$ cat src/include/pkt_buffer_settings.svh
// build-time sizes: word bytes, fifo depths with count widths, frame length width
`ifndef PKT_BUFFER_SETTINGS_SVH
`define PKT_BUFFER_SETTINGS_SVH

// ============================================================
// data path
// ============================================================

// bytes packed into one fifo word
`define BUF_WORD_BYTES 2

// data fifo capacity in words, output register included
`define BUF_DATA_DEPTH 8
// wide enough to hold BUF_DATA_DEPTH itself
`define BUF_DATA_DEPTH_BITS 4

// ============================================================
// descriptor path
// ============================================================

// frames that can be queued at once
`define BUF_DESC_DEPTH 4
`define BUF_DESC_DEPTH_BITS 3

// frame length in bytes, max frame is 2**BUF_LEN_BITS - 1
`define BUF_LEN_BITS 8

`endif

$ cat src/buf_payload_pkg.sv
// payload types: data word and frame descriptor
`include "pkt_buffer_settings.svh"

package buf_payload_pkg;

	// ============================================================
	// data fifo payload
	// ============================================================

	// byte 0 is the earlier byte of the stream
	// cnt_m1 = valid bytes minus one
	// 0 means only byte 0 holds data (odd tail of a frame)
	typedef struct packed {
		logic [`BUF_WORD_BYTES-1:0][7:0] bytes;
		logic                            cnt_m1;
	} data_word_t;

	// ============================================================
	// descriptor fifo payload
	// ============================================================

	// one per frame, written with the last word
	// len counts accepted bytes only
	typedef struct packed {
		logic [`BUF_LEN_BITS-1:0] len;
	} frame_desc_t;

endpackage

$ cat src/buf_status_pkg.sv
// status types: data fifo fill level and overflow counter
`include "pkt_buffer_settings.svh"

package buf_status_pkg;

	// data fifo word count, 0 up to BUF_DATA_DEPTH
	typedef logic [`BUF_DATA_DEPTH_BITS-1:0] data_level_t;

	// bytes dropped while in_room was low
	// saturates at 255, cleared only by reset
	typedef logic [7:0] ovf_count_t;

endpackage

$ cat src/frame_packer.sv
// module frame_packer: byte to word packing, descriptor write, room level, overflow count
`include "pkt_buffer_settings.svh"

module frame_packer (
	input  logic                         clk,
	input  logic                         rst_n,
	input  logic                         in_valid,
	input  logic [7:0]                   in_byte,
	input  logic                         in_last,
	input  logic                         data_fullm1,
	input  logic                         data_full,
	input  logic                         desc_full,
	output logic                         in_room,
	output logic                         word_wr,
	output buf_payload_pkg::data_word_t  word_data,
	output logic                         desc_wr,
	output buf_payload_pkg::frame_desc_t desc_data,
	output buf_status_pkg::ovf_count_t   overflow_count
);

	logic accept;
	logic dropped;
	logic word_done;
	logic half_pending;
	logic [7:0] half_byte;
	logic [`BUF_LEN_BITS-1:0] frame_len;

	// ============================================================
	// acceptance
	// ============================================================

	// fifo flags lag the registered pushes by a cycle
	// data side: fullm1 leaves room for the word still in flight
	// desc side: only full is visible, so hold off while a desc write is in flight
	assign in_room = ~(data_fullm1 | desc_full | desc_wr | (half_pending & data_full));

	assign accept = in_valid & in_room;
	assign dropped = in_valid & ~in_room;

	// pair complete, or frame ends on a half word
	assign word_done = accept & (half_pending | in_last);

	// ============================================================
	// control state
	// ============================================================

	always_ff @(posedge clk or negedge rst_n) begin
		if (!rst_n) begin
			half_pending   <= 1'b0;
			frame_len      <= '0;
			word_wr        <= 1'b0;
			desc_wr        <= 1'b0;
			overflow_count <= '0;
		end else begin
			word_wr <= word_done;
			desc_wr <= accept & in_last;
			if (accept) begin
				// toggles per byte, forced clear at frame end
				half_pending <= ~half_pending & ~in_last;
				if (in_last) begin
					frame_len <= '0;
				end else begin
					frame_len <= frame_len + 1'b1;
				end
			end
			// dropped byte leaves the frame open, last flag included
			if (dropped && overflow_count != 8'hff) begin
				overflow_count <= overflow_count + 1'b1;
			end
		end
	end

	// ============================================================
	// payload
	// ============================================================

	always_ff @(posedge clk) begin
		if (accept & ~half_pending) begin
			half_byte <= in_byte;
		end
		if (word_done) begin
			// lone tail byte sits in byte 0
			word_data.bytes[0] <= half_pending ? half_byte : in_byte;
			word_data.bytes[1] <= in_byte;
			word_data.cnt_m1   <= half_pending;
		end
		if (accept & in_last) begin
			desc_data.len <= frame_len + 1'b1;
		end
	end

endmodule

$ cat src/frame_unpacker.sv
// module frame_unpacker: descriptor pop, frame start, byte stream out under take
`include "pkt_buffer_settings.svh"

module frame_unpacker (
	input  logic                         clk,
	input  logic                         rst_n,
	input  logic                         desc_empty,
	input  buf_payload_pkg::frame_desc_t desc_head,
	output logic                         desc_rd,
	input  logic                         word_empty,
	input  buf_payload_pkg::data_word_t  word_head,
	output logic                         word_rd,
	input  logic                         out_take,
	output logic                         out_start,
	output logic [`BUF_LEN_BITS-1:0]     out_len,
	output logic                         out_valid,
	output logic [7:0]                   out_byte,
	output logic                         out_last
);

	typedef enum logic {
		ST_IDLE,
		ST_STREAM
	} state_t;

	state_t state;
	logic [`BUF_LEN_BITS-1:0] remain;
	logic byte_idx;
	logic take_desc;
	logic word_end;

	// ============================================================
	// byte stream, combinational on take
	// ============================================================

	// nothing during the start pulse, first byte one cycle later
	assign out_valid = (state == ST_STREAM) & ~out_start & out_take & ~word_empty;
	assign out_byte = word_head.bytes[byte_idx];
	assign out_last = out_valid & (remain == 1);

	// last valid byte of the head word
	assign word_end = (byte_idx == word_head.cnt_m1);
	// pop together with that final byte
	assign word_rd = out_valid & word_end;

	// new frame as soon as a descriptor shows while idle
	assign take_desc = (state == ST_IDLE) & ~desc_empty;

	// ============================================================
	// fsm
	// ============================================================

	always_ff @(posedge clk or negedge rst_n) begin
		if (!rst_n) begin
			state     <= ST_IDLE;
			desc_rd   <= 1'b0;
			out_start <= 1'b0;
			remain    <= '0;
			byte_idx  <= 1'b0;
		end else begin
			// one-cycle pulses
			desc_rd   <= 1'b0;
			out_start <= 1'b0;
			case (state)
				ST_IDLE: begin
					if (take_desc) begin
						desc_rd   <= 1'b1;
						out_start <= 1'b1;
						remain    <= desc_head.len;
						byte_idx  <= 1'b0;
						state     <= ST_STREAM;
					end
				end
				ST_STREAM: begin
					// take low: hold position
					if (out_valid) begin
						remain   <= remain - 1'b1;
						byte_idx <= word_end ? 1'b0 : byte_idx + 1'b1;
						if (remain == 1) begin
							state <= ST_IDLE;
						end
					end
				end
				default: state <= ST_IDLE;
			endcase
		end
	end

	// length shown with the start pulse
	always_ff @(posedge clk) begin
		if (take_desc) begin
			out_len <= desc_head.len;
		end
	end

endmodule

$ cat src/pkt_buffer.sv
// module pkt_buffer: packer, data and descriptor fifos, unpacker
`include "pkt_buffer_settings.svh"

module pkt_buffer (
	input  logic                        clk,
	input  logic                        rst_n,
	input  logic                        in_valid,
	input  logic [7:0]                  in_byte,
	input  logic                        in_last,
	output logic                        in_room,
	input  logic                        out_take,
	output logic                        out_start,
	output logic [`BUF_LEN_BITS-1:0]    out_len,
	output logic                        out_valid,
	output logic [7:0]                  out_byte,
	output logic                        out_last,
	output buf_status_pkg::data_level_t data_level,
	output buf_status_pkg::ovf_count_t  overflow_count
);

	logic word_wr;
	logic word_rd;
	logic desc_wr;
	logic desc_rd;
	buf_payload_pkg::data_word_t word_data;
	buf_payload_pkg::data_word_t word_head;
	buf_payload_pkg::frame_desc_t desc_data;
	buf_payload_pkg::frame_desc_t desc_head;
	logic data_full;
	logic data_fullm1;
	logic data_empty;
	logic desc_full;
	logic desc_empty;

	// ============================================================
	// input side
	// ============================================================

	frame_packer u_packer (
		.clk            (clk),
		.rst_n          (rst_n),
		.in_valid       (in_valid),
		.in_byte        (in_byte),
		.in_last        (in_last),
		.data_fullm1    (data_fullm1),
		.data_full      (data_full),
		.desc_full      (desc_full),
		.in_room        (in_room),
		.word_wr        (word_wr),
		.word_data      (word_data),
		.desc_wr        (desc_wr),
		.desc_data      (desc_data),
		.overflow_count (overflow_count)
	);

	// ============================================================
	// storage
	// ============================================================

	// word fifo, its count is the visible fill level
	sfifof_fo #(
		.payload_t  (buf_payload_pkg::data_word_t),
		.DEPTH_BITS (`BUF_DATA_DEPTH_BITS),
		.DEPTH      (`BUF_DATA_DEPTH)
	) u_data_fifo (
		.clk     (clk),
		.rst_n   (rst_n),
		.din     (word_data),
		.wr      (word_wr),
		.rd      (word_rd),
		.count   (data_level),
		.full    (data_full),
		.empty   (data_empty),
		.fullm1  (data_fullm1),
		.emptyp2 (),
		.dout    (word_head)
	);

	// one entry per complete frame
	sfifof_fo #(
		.payload_t  (buf_payload_pkg::frame_desc_t),
		.DEPTH_BITS (`BUF_DESC_DEPTH_BITS),
		.DEPTH      (`BUF_DESC_DEPTH)
	) u_desc_fifo (
		.clk     (clk),
		.rst_n   (rst_n),
		.din     (desc_data),
		.wr      (desc_wr),
		.rd      (desc_rd),
		.count   (),
		.full    (desc_full),
		.empty   (desc_empty),
		.fullm1  (),
		.emptyp2 (),
		.dout    (desc_head)
	);

	// ============================================================
	// output side
	// ============================================================

	frame_unpacker u_unpacker (
		.clk        (clk),
		.rst_n      (rst_n),
		.desc_empty (desc_empty),
		.desc_head  (desc_head),
		.desc_rd    (desc_rd),
		.word_empty (data_empty),
		.word_head  (word_head),
		.word_rd    (word_rd),
		.out_take   (out_take),
		.out_start  (out_start),
		.out_len    (out_len),
		.out_valid  (out_valid),
		.out_byte   (out_byte),
		.out_last   (out_last)
	);

endmodule

$ cat src/sfifof.sv
// module sfifof: flop-array synchronous fifo with next count and near flags
module sfifof #(
	parameter type payload_t = logic [7:0],
	parameter int DEPTH_BITS = 3,
	parameter int DEPTH = 7
) (
	input  logic                  clk,
	input  logic                  rst_n,
	input  payload_t              din,
	input  logic                  wr,
	input  logic                  rd,
	output logic [DEPTH_BITS-1:0] ncount,
	output logic [DEPTH_BITS-1:0] count,
	output logic                  full,
	output logic                  empty,
	output logic                  fullm1,
	output logic                  emptyp1,
	output logic                  emptyp2,
	output payload_t              dout
);

	localparam int PTR_BITS = (DEPTH > 1) ? $clog2(DEPTH) : 1;

	payload_t mem [DEPTH];
	logic [PTR_BITS-1:0] wr_ptr;
	logic [PTR_BITS-1:0] rd_ptr;
	logic do_wr;
	logic do_rd;

	// pointer step with wrap, depth need not be a power of two
	function automatic logic [PTR_BITS-1:0] ptr_next(input logic [PTR_BITS-1:0] p);
		if (p == PTR_BITS'(DEPTH - 1)) begin
			return '0;
		end
		return p + 1'b1;
	endfunction

	// read from empty is dropped
	assign do_rd = rd & ~empty;
	// write into full only allowed together with a read
	assign do_wr = wr & (~full | rd);

	// ============================================================
	// next count
	// ============================================================

	always_comb begin
		case ({do_wr, do_rd})
			2'b10:   ncount = count + 1'b1;
			2'b01:   ncount = count - 1'b1;
			default: ncount = count;
		endcase
	end

	// count and all flags registered from ncount
	// so they move 1 cycle after wr or rd
	always_ff @(posedge clk or negedge rst_n) begin
		if (!rst_n) begin
			count   <= '0;
			full    <= 1'b0;
			empty   <= 1'b1;
			fullm1  <= (DEPTH <= 1);
			emptyp1 <= 1'b1;
			emptyp2 <= 1'b1;
		end else begin
			count   <= ncount;
			full    <= (ncount == DEPTH);
			empty   <= (ncount == 0);
			fullm1  <= (ncount >= DEPTH - 1);
			emptyp1 <= (ncount <= 1);
			emptyp2 <= (ncount <= 2);
		end
	end

	// ============================================================
	// storage
	// ============================================================

	always_ff @(posedge clk or negedge rst_n) begin
		if (!rst_n) begin
			wr_ptr <= '0;
			rd_ptr <= '0;
		end else begin
			if (do_wr) begin
				wr_ptr <= ptr_next(wr_ptr);
			end
			if (do_rd) begin
				rd_ptr <= ptr_next(rd_ptr);
			end
		end
	end

	always_ff @(posedge clk) begin
		if (do_wr) begin
			mem[wr_ptr] <= din;
		end
	end

	// head straight out of the array
	assign dout = mem[rd_ptr];

endmodule

$ cat src/sfifof_fo.sv
// module sfifof_fo: fifo with a registered head word in front of sfifof
module sfifof_fo #(
	parameter type payload_t = logic [7:0],
	parameter int DEPTH_BITS = 3,
	parameter int DEPTH = 7
) (
	input  logic                  clk,
	input  logic                  rst_n,
	input  payload_t              din,
	input  logic                  wr,
	input  logic                  rd,
	output logic [DEPTH_BITS-1:0] count,
	output logic                  full,
	output logic                  empty,
	output logic                  fullm1,
	output logic                  emptyp2,
	output payload_t              dout
);

	logic ff_full;
	logic ff_empty;
	logic ff_fullm1;
	logic ff_emptyp1;
	logic [DEPTH_BITS-1:0] ff_ncount;
	payload_t ff_dout;
	logic ff_rd;
	logic ff_wr;
	logic nempty;
	logic [DEPTH_BITS-1:0] ncount;

	// ============================================================
	// head register control
	// ============================================================

	// head goes empty only on a lone read with nothing behind it
	assign nempty = (wr == rd) ? empty : (rd & ff_empty);

	// total = inner entries + occupied head
	assign ncount = ff_ncount + {{(DEPTH_BITS - 1){1'b0}}, ~nempty};

	// refill head from the inner fifo when it has data
	assign ff_rd = rd & ~ff_empty;
	// inner fifo skipped when din can go straight to the head
	assign ff_wr = wr & ~(empty | (ff_empty & rd));

	// head full implies the inner fifo decides full/near full
	assign full = ff_full;
	assign fullm1 = ff_fullm1;
	// head + at most one inner entry
	assign emptyp2 = ff_emptyp1;

	always_ff @(posedge clk or negedge rst_n) begin
		if (!rst_n) begin
			empty <= 1'b1;
			count <= '0;
		end else begin
			empty <= nempty;
			count <= ncount;
		end
	end

	// head load on write into empty or on any pop
	always_ff @(posedge clk) begin
		if ((wr & empty) | rd) begin
			dout <= ff_rd ? ff_dout : din;
		end
	end

	// ============================================================
	// inner fifo, one entry smaller
	// ============================================================

	sfifof #(
		.payload_t  (payload_t),
		.DEPTH_BITS (DEPTH_BITS),
		.DEPTH      (DEPTH - 1)
	) u_sfifof (
		.clk     (clk),
		.rst_n   (rst_n),
		.din     (din),
		.wr      (ff_wr),
		.rd      (ff_rd),
		.ncount  (ff_ncount),
		.count   (),
		.full    (ff_full),
		.empty   (ff_empty),
		.fullm1  (ff_fullm1),
		.emptyp1 (ff_emptyp1),
		.emptyp2 (),
		.dout    (ff_dout)
	);

endmodule
$ cat config.mk
export PLATFORM = sky130hd
export DESIGN_NAME = pkt_buffer
export DESIGN_NICKNAME = d
export VERILOG_FILES = /design/src/buf_payload_pkg.sv /design/src/buf_status_pkg.sv /design/src/frame_packer.sv /design/src/frame_unpacker.sv /design/src/pkt_buffer.sv /design/src/sfifof.sv /design/src/sfifof_fo.sv
export VERILOG_INCLUDE_DIRS = /design/src /design/src/include
export SDC_FILE = /design/constraint.sdc
export NUM_CORES = 1
export LEC_CHECK = 0
export BUFFER_PORTS_ARGS = -buffer_cell sky130_fd_sc_hd__buf_2
export CELL_PAD_IN_SITES_DETAIL_PLACEMENT = 1
export CELL_PAD_IN_SITES_GLOBAL_PLACEMENT = 2
export CORE_ASPECT_RATIO = 0.7
export CORE_MARGIN = 5
export CORE_UTILIZATION = 47
export CTS_BUF_LIST = sky130_fd_sc_hd__clkbuf_8
export DETAILED_ROUTE_END_ITERATION = 6
export HOLD_SLACK_MARGIN = 0.1
export MAX_ROUTING_LAYER = met4
export PLACE_DENSITY_LB_ADDON = 0.1
export SLEW_MARGIN = 40
export SYNTH_ARGS = -nofsm -noshare
export SYNTH_HDL_FRONTEND = slang
export SYNTH_SLANG_ARGS = --single-unit
export TNS_END_PERCENT = 5
$ cat constraint.sdc
create_clock -name clk -period 4.7 [get_ports clk]
set_input_delay 0.235 -clock clk [delete_from_list [all_inputs] [get_ports clk]]
set_output_delay 0.235 -clock clk [all_outputs]
set_load 0.01 [all_outputs]
==> metrics.md <==
| Metric | Value |
|---|---|
| Status | `finished clean` |
| Maxcap violations | `0` |
| Post-Syn Area per Cell | `15.2 sq um` |
| Register Area | `7740 sq um` |
| Final setup viols | `0` |
| Total GRT Usage | `18.7%` |
| Root buf cell | `clkbuf_8` |
| Vias in the first global route | `6459` |
| Routing usage on met3 | `3.54%` |
| Initial Utilization | `47.6%` |
| Power per standard cell area | `574 nW/um^2` |
| Final Hold Fails | `0` |
| Routed wire length per instance | `20.2 microns` |
| Yosys warns | `0` |
| Post-synth ARST share | `21.7%` |
| Period utilisation layout | `82.1%` |
| Achievable Freq | `0.259 GHz` |
| Setup Skew | `0.0224 ns` |
| Post-route setup TNS | `0 ns` |
| DPL Wire Length | `14.3 mm` |
| CP Launch Type | `flip-flop` |
| Final Critical Period | `3.86 ns` |
| Fill cells | `2186` |
| Grt peak-use layer | `met2` |
| Hold Crit Start | `out_take` |
| Die X | `191 microns` |
| Vias | `5986` |
| Crit end category | `flip-flop` |
| Routed Antenna Nets | `0` |
| Area Overhead vs Synth | `13.9%` |
| Post-CTS Hold Fix Bufs | `11` |
| Met2 Use GR | `27.6%` |
| Final #Nets | `815` |
| Skew-Pair Late Insertion Delay | `0.54 ns` |
| Layout cell share with drive strength beyond 1 | `21.0%` |
| Cts bufs inserted | `41` |
| DP Cell Count | `1048` |
| GPL Wtd Cong | `0.782` |
| Ports | `45` |
| Slew headroom | `53.2%` |
| Initial DRC count | `424` |
| Placed inst area | `11400 sq um` |
| Critical Path RT | `5.12 ns` |
| Non-Filler Instances | `1135` |
| Min-Delay Path Depth | `3` |
| Met1 usage | `27.0%` |
| Largest net degree at the start of global routing | `59` |
| Synth top area share | `58.3%` |
| Cell taking the most area after synthesis | `edfxtp_1` |
| Rows | `46` |
| H-tree depth | `2` |
| Worst R2R End | `u_data_fifo.u_sfifof.empty$_DFF_PN1_` |
| Synth cell types | `49` |
| Die Y | `137 microns` |
| Number of diodes | `0` |
| R2R setup slack | `0.84 ns` |
| Core footprint | `22600 sq um` |
| PostCTS Resize Cnt | `0` |
| Worst Tran Pin Value | `0.698 ns` |
| Post-route setup slack | `0.841 ns` |
| CTS tree | `built` |
| Worst R2R Start | `u_unpacker.byte_idx$_DFFE_PN0P_` |
| DRC Markers | `0` |
| Place WS | `0.862 ns` |
| Port Buffers | `44` |
| Clk sinks | `267` |
| Maximum fanout along the worst path | `10` |
| Register bit total from synthesis | `267` |
| Drt via density | `5.27` |
| Mapped Nets | `732` |
| Slew Limit Fails | `0` |
| Critical path type | `reg -> reg` |
| Die area | `26100 sq um` |
| Initial antenna violation count | `0` |
| Final instance area | `12300 sq um` |
| Leak | `4.56 nW` |
| Commonest cells post-synth | `edfxtp_1 (209), nand2_1 (77), o21ai_0 (64)` |
| Endpoint arrival time on the critical path | `4.28 ns` |
| Mapped Area | `10800 sq um` |
| First-pass GRT wire length | `36.5 mm` |
| GRT overflow | `0` |
| Syn Inst Count | `707` |
| Multi-input gate area | `2860 sq um` |
| Reg2Reg Depth | `14` |
| Dominant cell by count in the synthesized netlist | `edfxtp_1` |
| Ys flop type | `edfxtp_1` |
| RSZ-0062 raised after global routing | `no` |
| Number of synthesized flops with an enable pin | `209` |
| Hold WC Path Type | `in -> reg` |
| Worst VDD drop | `417 uV` |
| Seq/Total Area, Yosys | `71.8%` |
| Number of post-CTS setup repair buffers | `0` |
| Worst-path clk slew | `0.07 ns` |
| 1st-pass router iterations | `5` |
| CTS max path bufs | `3` |
| Synth area leaders | `edfxtp_1 (58%), dfrtp_1 (13%), mux2i_1 (4.5%), mux4_2 (3.6%), o21ai_0 (3.0%)` |
| Worst Hold End | `u_unpacker.byte_idx$_DFFE_PN0P_` |
| Routed WL | `22.9 mm` |
-- stage by stage --
step / util [%] / hold WS [ns] / total power, mW
2_1_floorplan: - / -0.0606 / 4.66
3_3_place_gp: 50.3 / 0.436 / 5.18
3_5_place_dp: 50.4 / 0.445 / 5.31
4_1_cts: 54.2 / 0.223 / 7.14
5_1_grt: 54.2 / 0.237 / 7.48
6_report: 54.2 / 0.266 / 7.03
-- flip-flops by register name, indices dropped and copies added (netlist names), 2 cells and up --
name,flops
u_data_fifo.count,4
u_data_fifo.dout,17
u_data_fifo.u_sfifof.count,4
u_data_fifo.u_sfifof.mem,119
u_data_fifo.u_sfifof.rd_ptr,3
u_data_fifo.u_sfifof.wr_ptr,3
u_desc_fifo.dout,8
u_desc_fifo.u_sfifof.count,3
u_desc_fifo.u_sfifof.mem,24
u_desc_fifo.u_sfifof.rd_ptr,2
u_desc_fifo.u_sfifof.wr_ptr,2
u_packer.desc_data,8
u_packer.frame_len,8
u_packer.half_byte,8
u_packer.overflow_count,8
u_packer.word_data,17
u_unpacker.out_len,8
u_unpacker.remain,8
-- routing by layer --
metal  part of all wire [%]  vias to the layer above
met5                      0                        -
met4                    1.8                        0
met3                    4.3                       36
met2                     45                      120
met1                     49                     3012
li1                       -                     2818
-- report_power, final --
part / total [mW] / internal [mW] / switching (mW)
sequential: 3.39 / 3.03 / 0.362
clock: 1.79 / 0.906 / 0.883
combinational: 1.85 / 0.799 / 1.05
total: 7.03 / 4.73 / 2.30
-- logic make-up (layout without fill, tap and decap cells) --
kind of cell | count (synthesis) | count (layout) | synth area share, %
AOI/OAI and AO/OA | 112 | 112 | 6.08
xor gates and xnor gates | 20 | 20 | 1.70
adders and majority gates | 12 | 12 | 1.46
buffers and inverters | 49 | 165 | 2.01
DFF | 267 | 267 | 71.8
muxes | 85 | 85 | 10.1
and+or+nand+nor | 162 | 162 | 6.81
-- how the worst max path moves through the flow --
stage	to	start	depth (start not counted)
after global placement	u_data_fifo.u_sfifof.empty$_DFF_PN1_	u_unpacker.byte_idx$_DFFE_PN0P_	15
after global routing	u_data_fifo.u_sfifof.empty$_DFF_PN1_	u_unpacker.byte_idx$_DFFE_PN0P_	14
after floorplan	u_data_fifo.u_sfifof.mem[0][0]$_DFFE_PP_	u_unpacker.byte_idx$_DFFE_PN0P_	7
final	u_data_fifo.u_sfifof.empty$_DFF_PN1_	u_unpacker.byte_idx$_DFFE_PN0P_	14
after detailed placement	u_data_fifo.u_sfifof.empty$_DFF_PN1_	u_unpacker.byte_idx$_DFFE_PN0P_	15
after CTS	u_data_fifo.u_sfifof.empty$_DFF_PN1_	u_unpacker.byte_idx$_DFFE_PN0P_	15
-- critical path, stage by stage (launching register included) --
cell	delay (ns)
dfrtp_1	0.64
inv_1	0.12
ha_1	0.30
nand4b_1	0.17
o21ba_2	0.18
nand3_1	0.34
ha_1	0.43
xor2_1	0.19
ha_1	0.19
a21oi_1	0.15
xor2_1	0.16
nor2_1	0.09
xnor2_1	0.36
inv_2	0.09
nor4_1	0.32
-- layout make-up --
cell class | count | share of cell area, %
flip-flops and latches | 267 | 63.1
repair buffers | 70 | 3.64
clock inverters | 33 | 1.32
multi-input cells | 391 | 23.3
inverters | 19 | 0.582
well taps | 312 | 3.18
clock buffers | 43 | 4.83
-- placed cells by master (no fill, tap or decap), drive strengths merged, types with 19 or more instances in the layout --
cell,instances
a21oi,22
buf,59
clkbuf,43
clkinv,19
dfrtp,54
edfxtp,209
inv,31
mux2,20
mux2i,48
nand2,77
nor2,33
o21ai,64
Note: power is estimated with default switching activity, not from simulation.
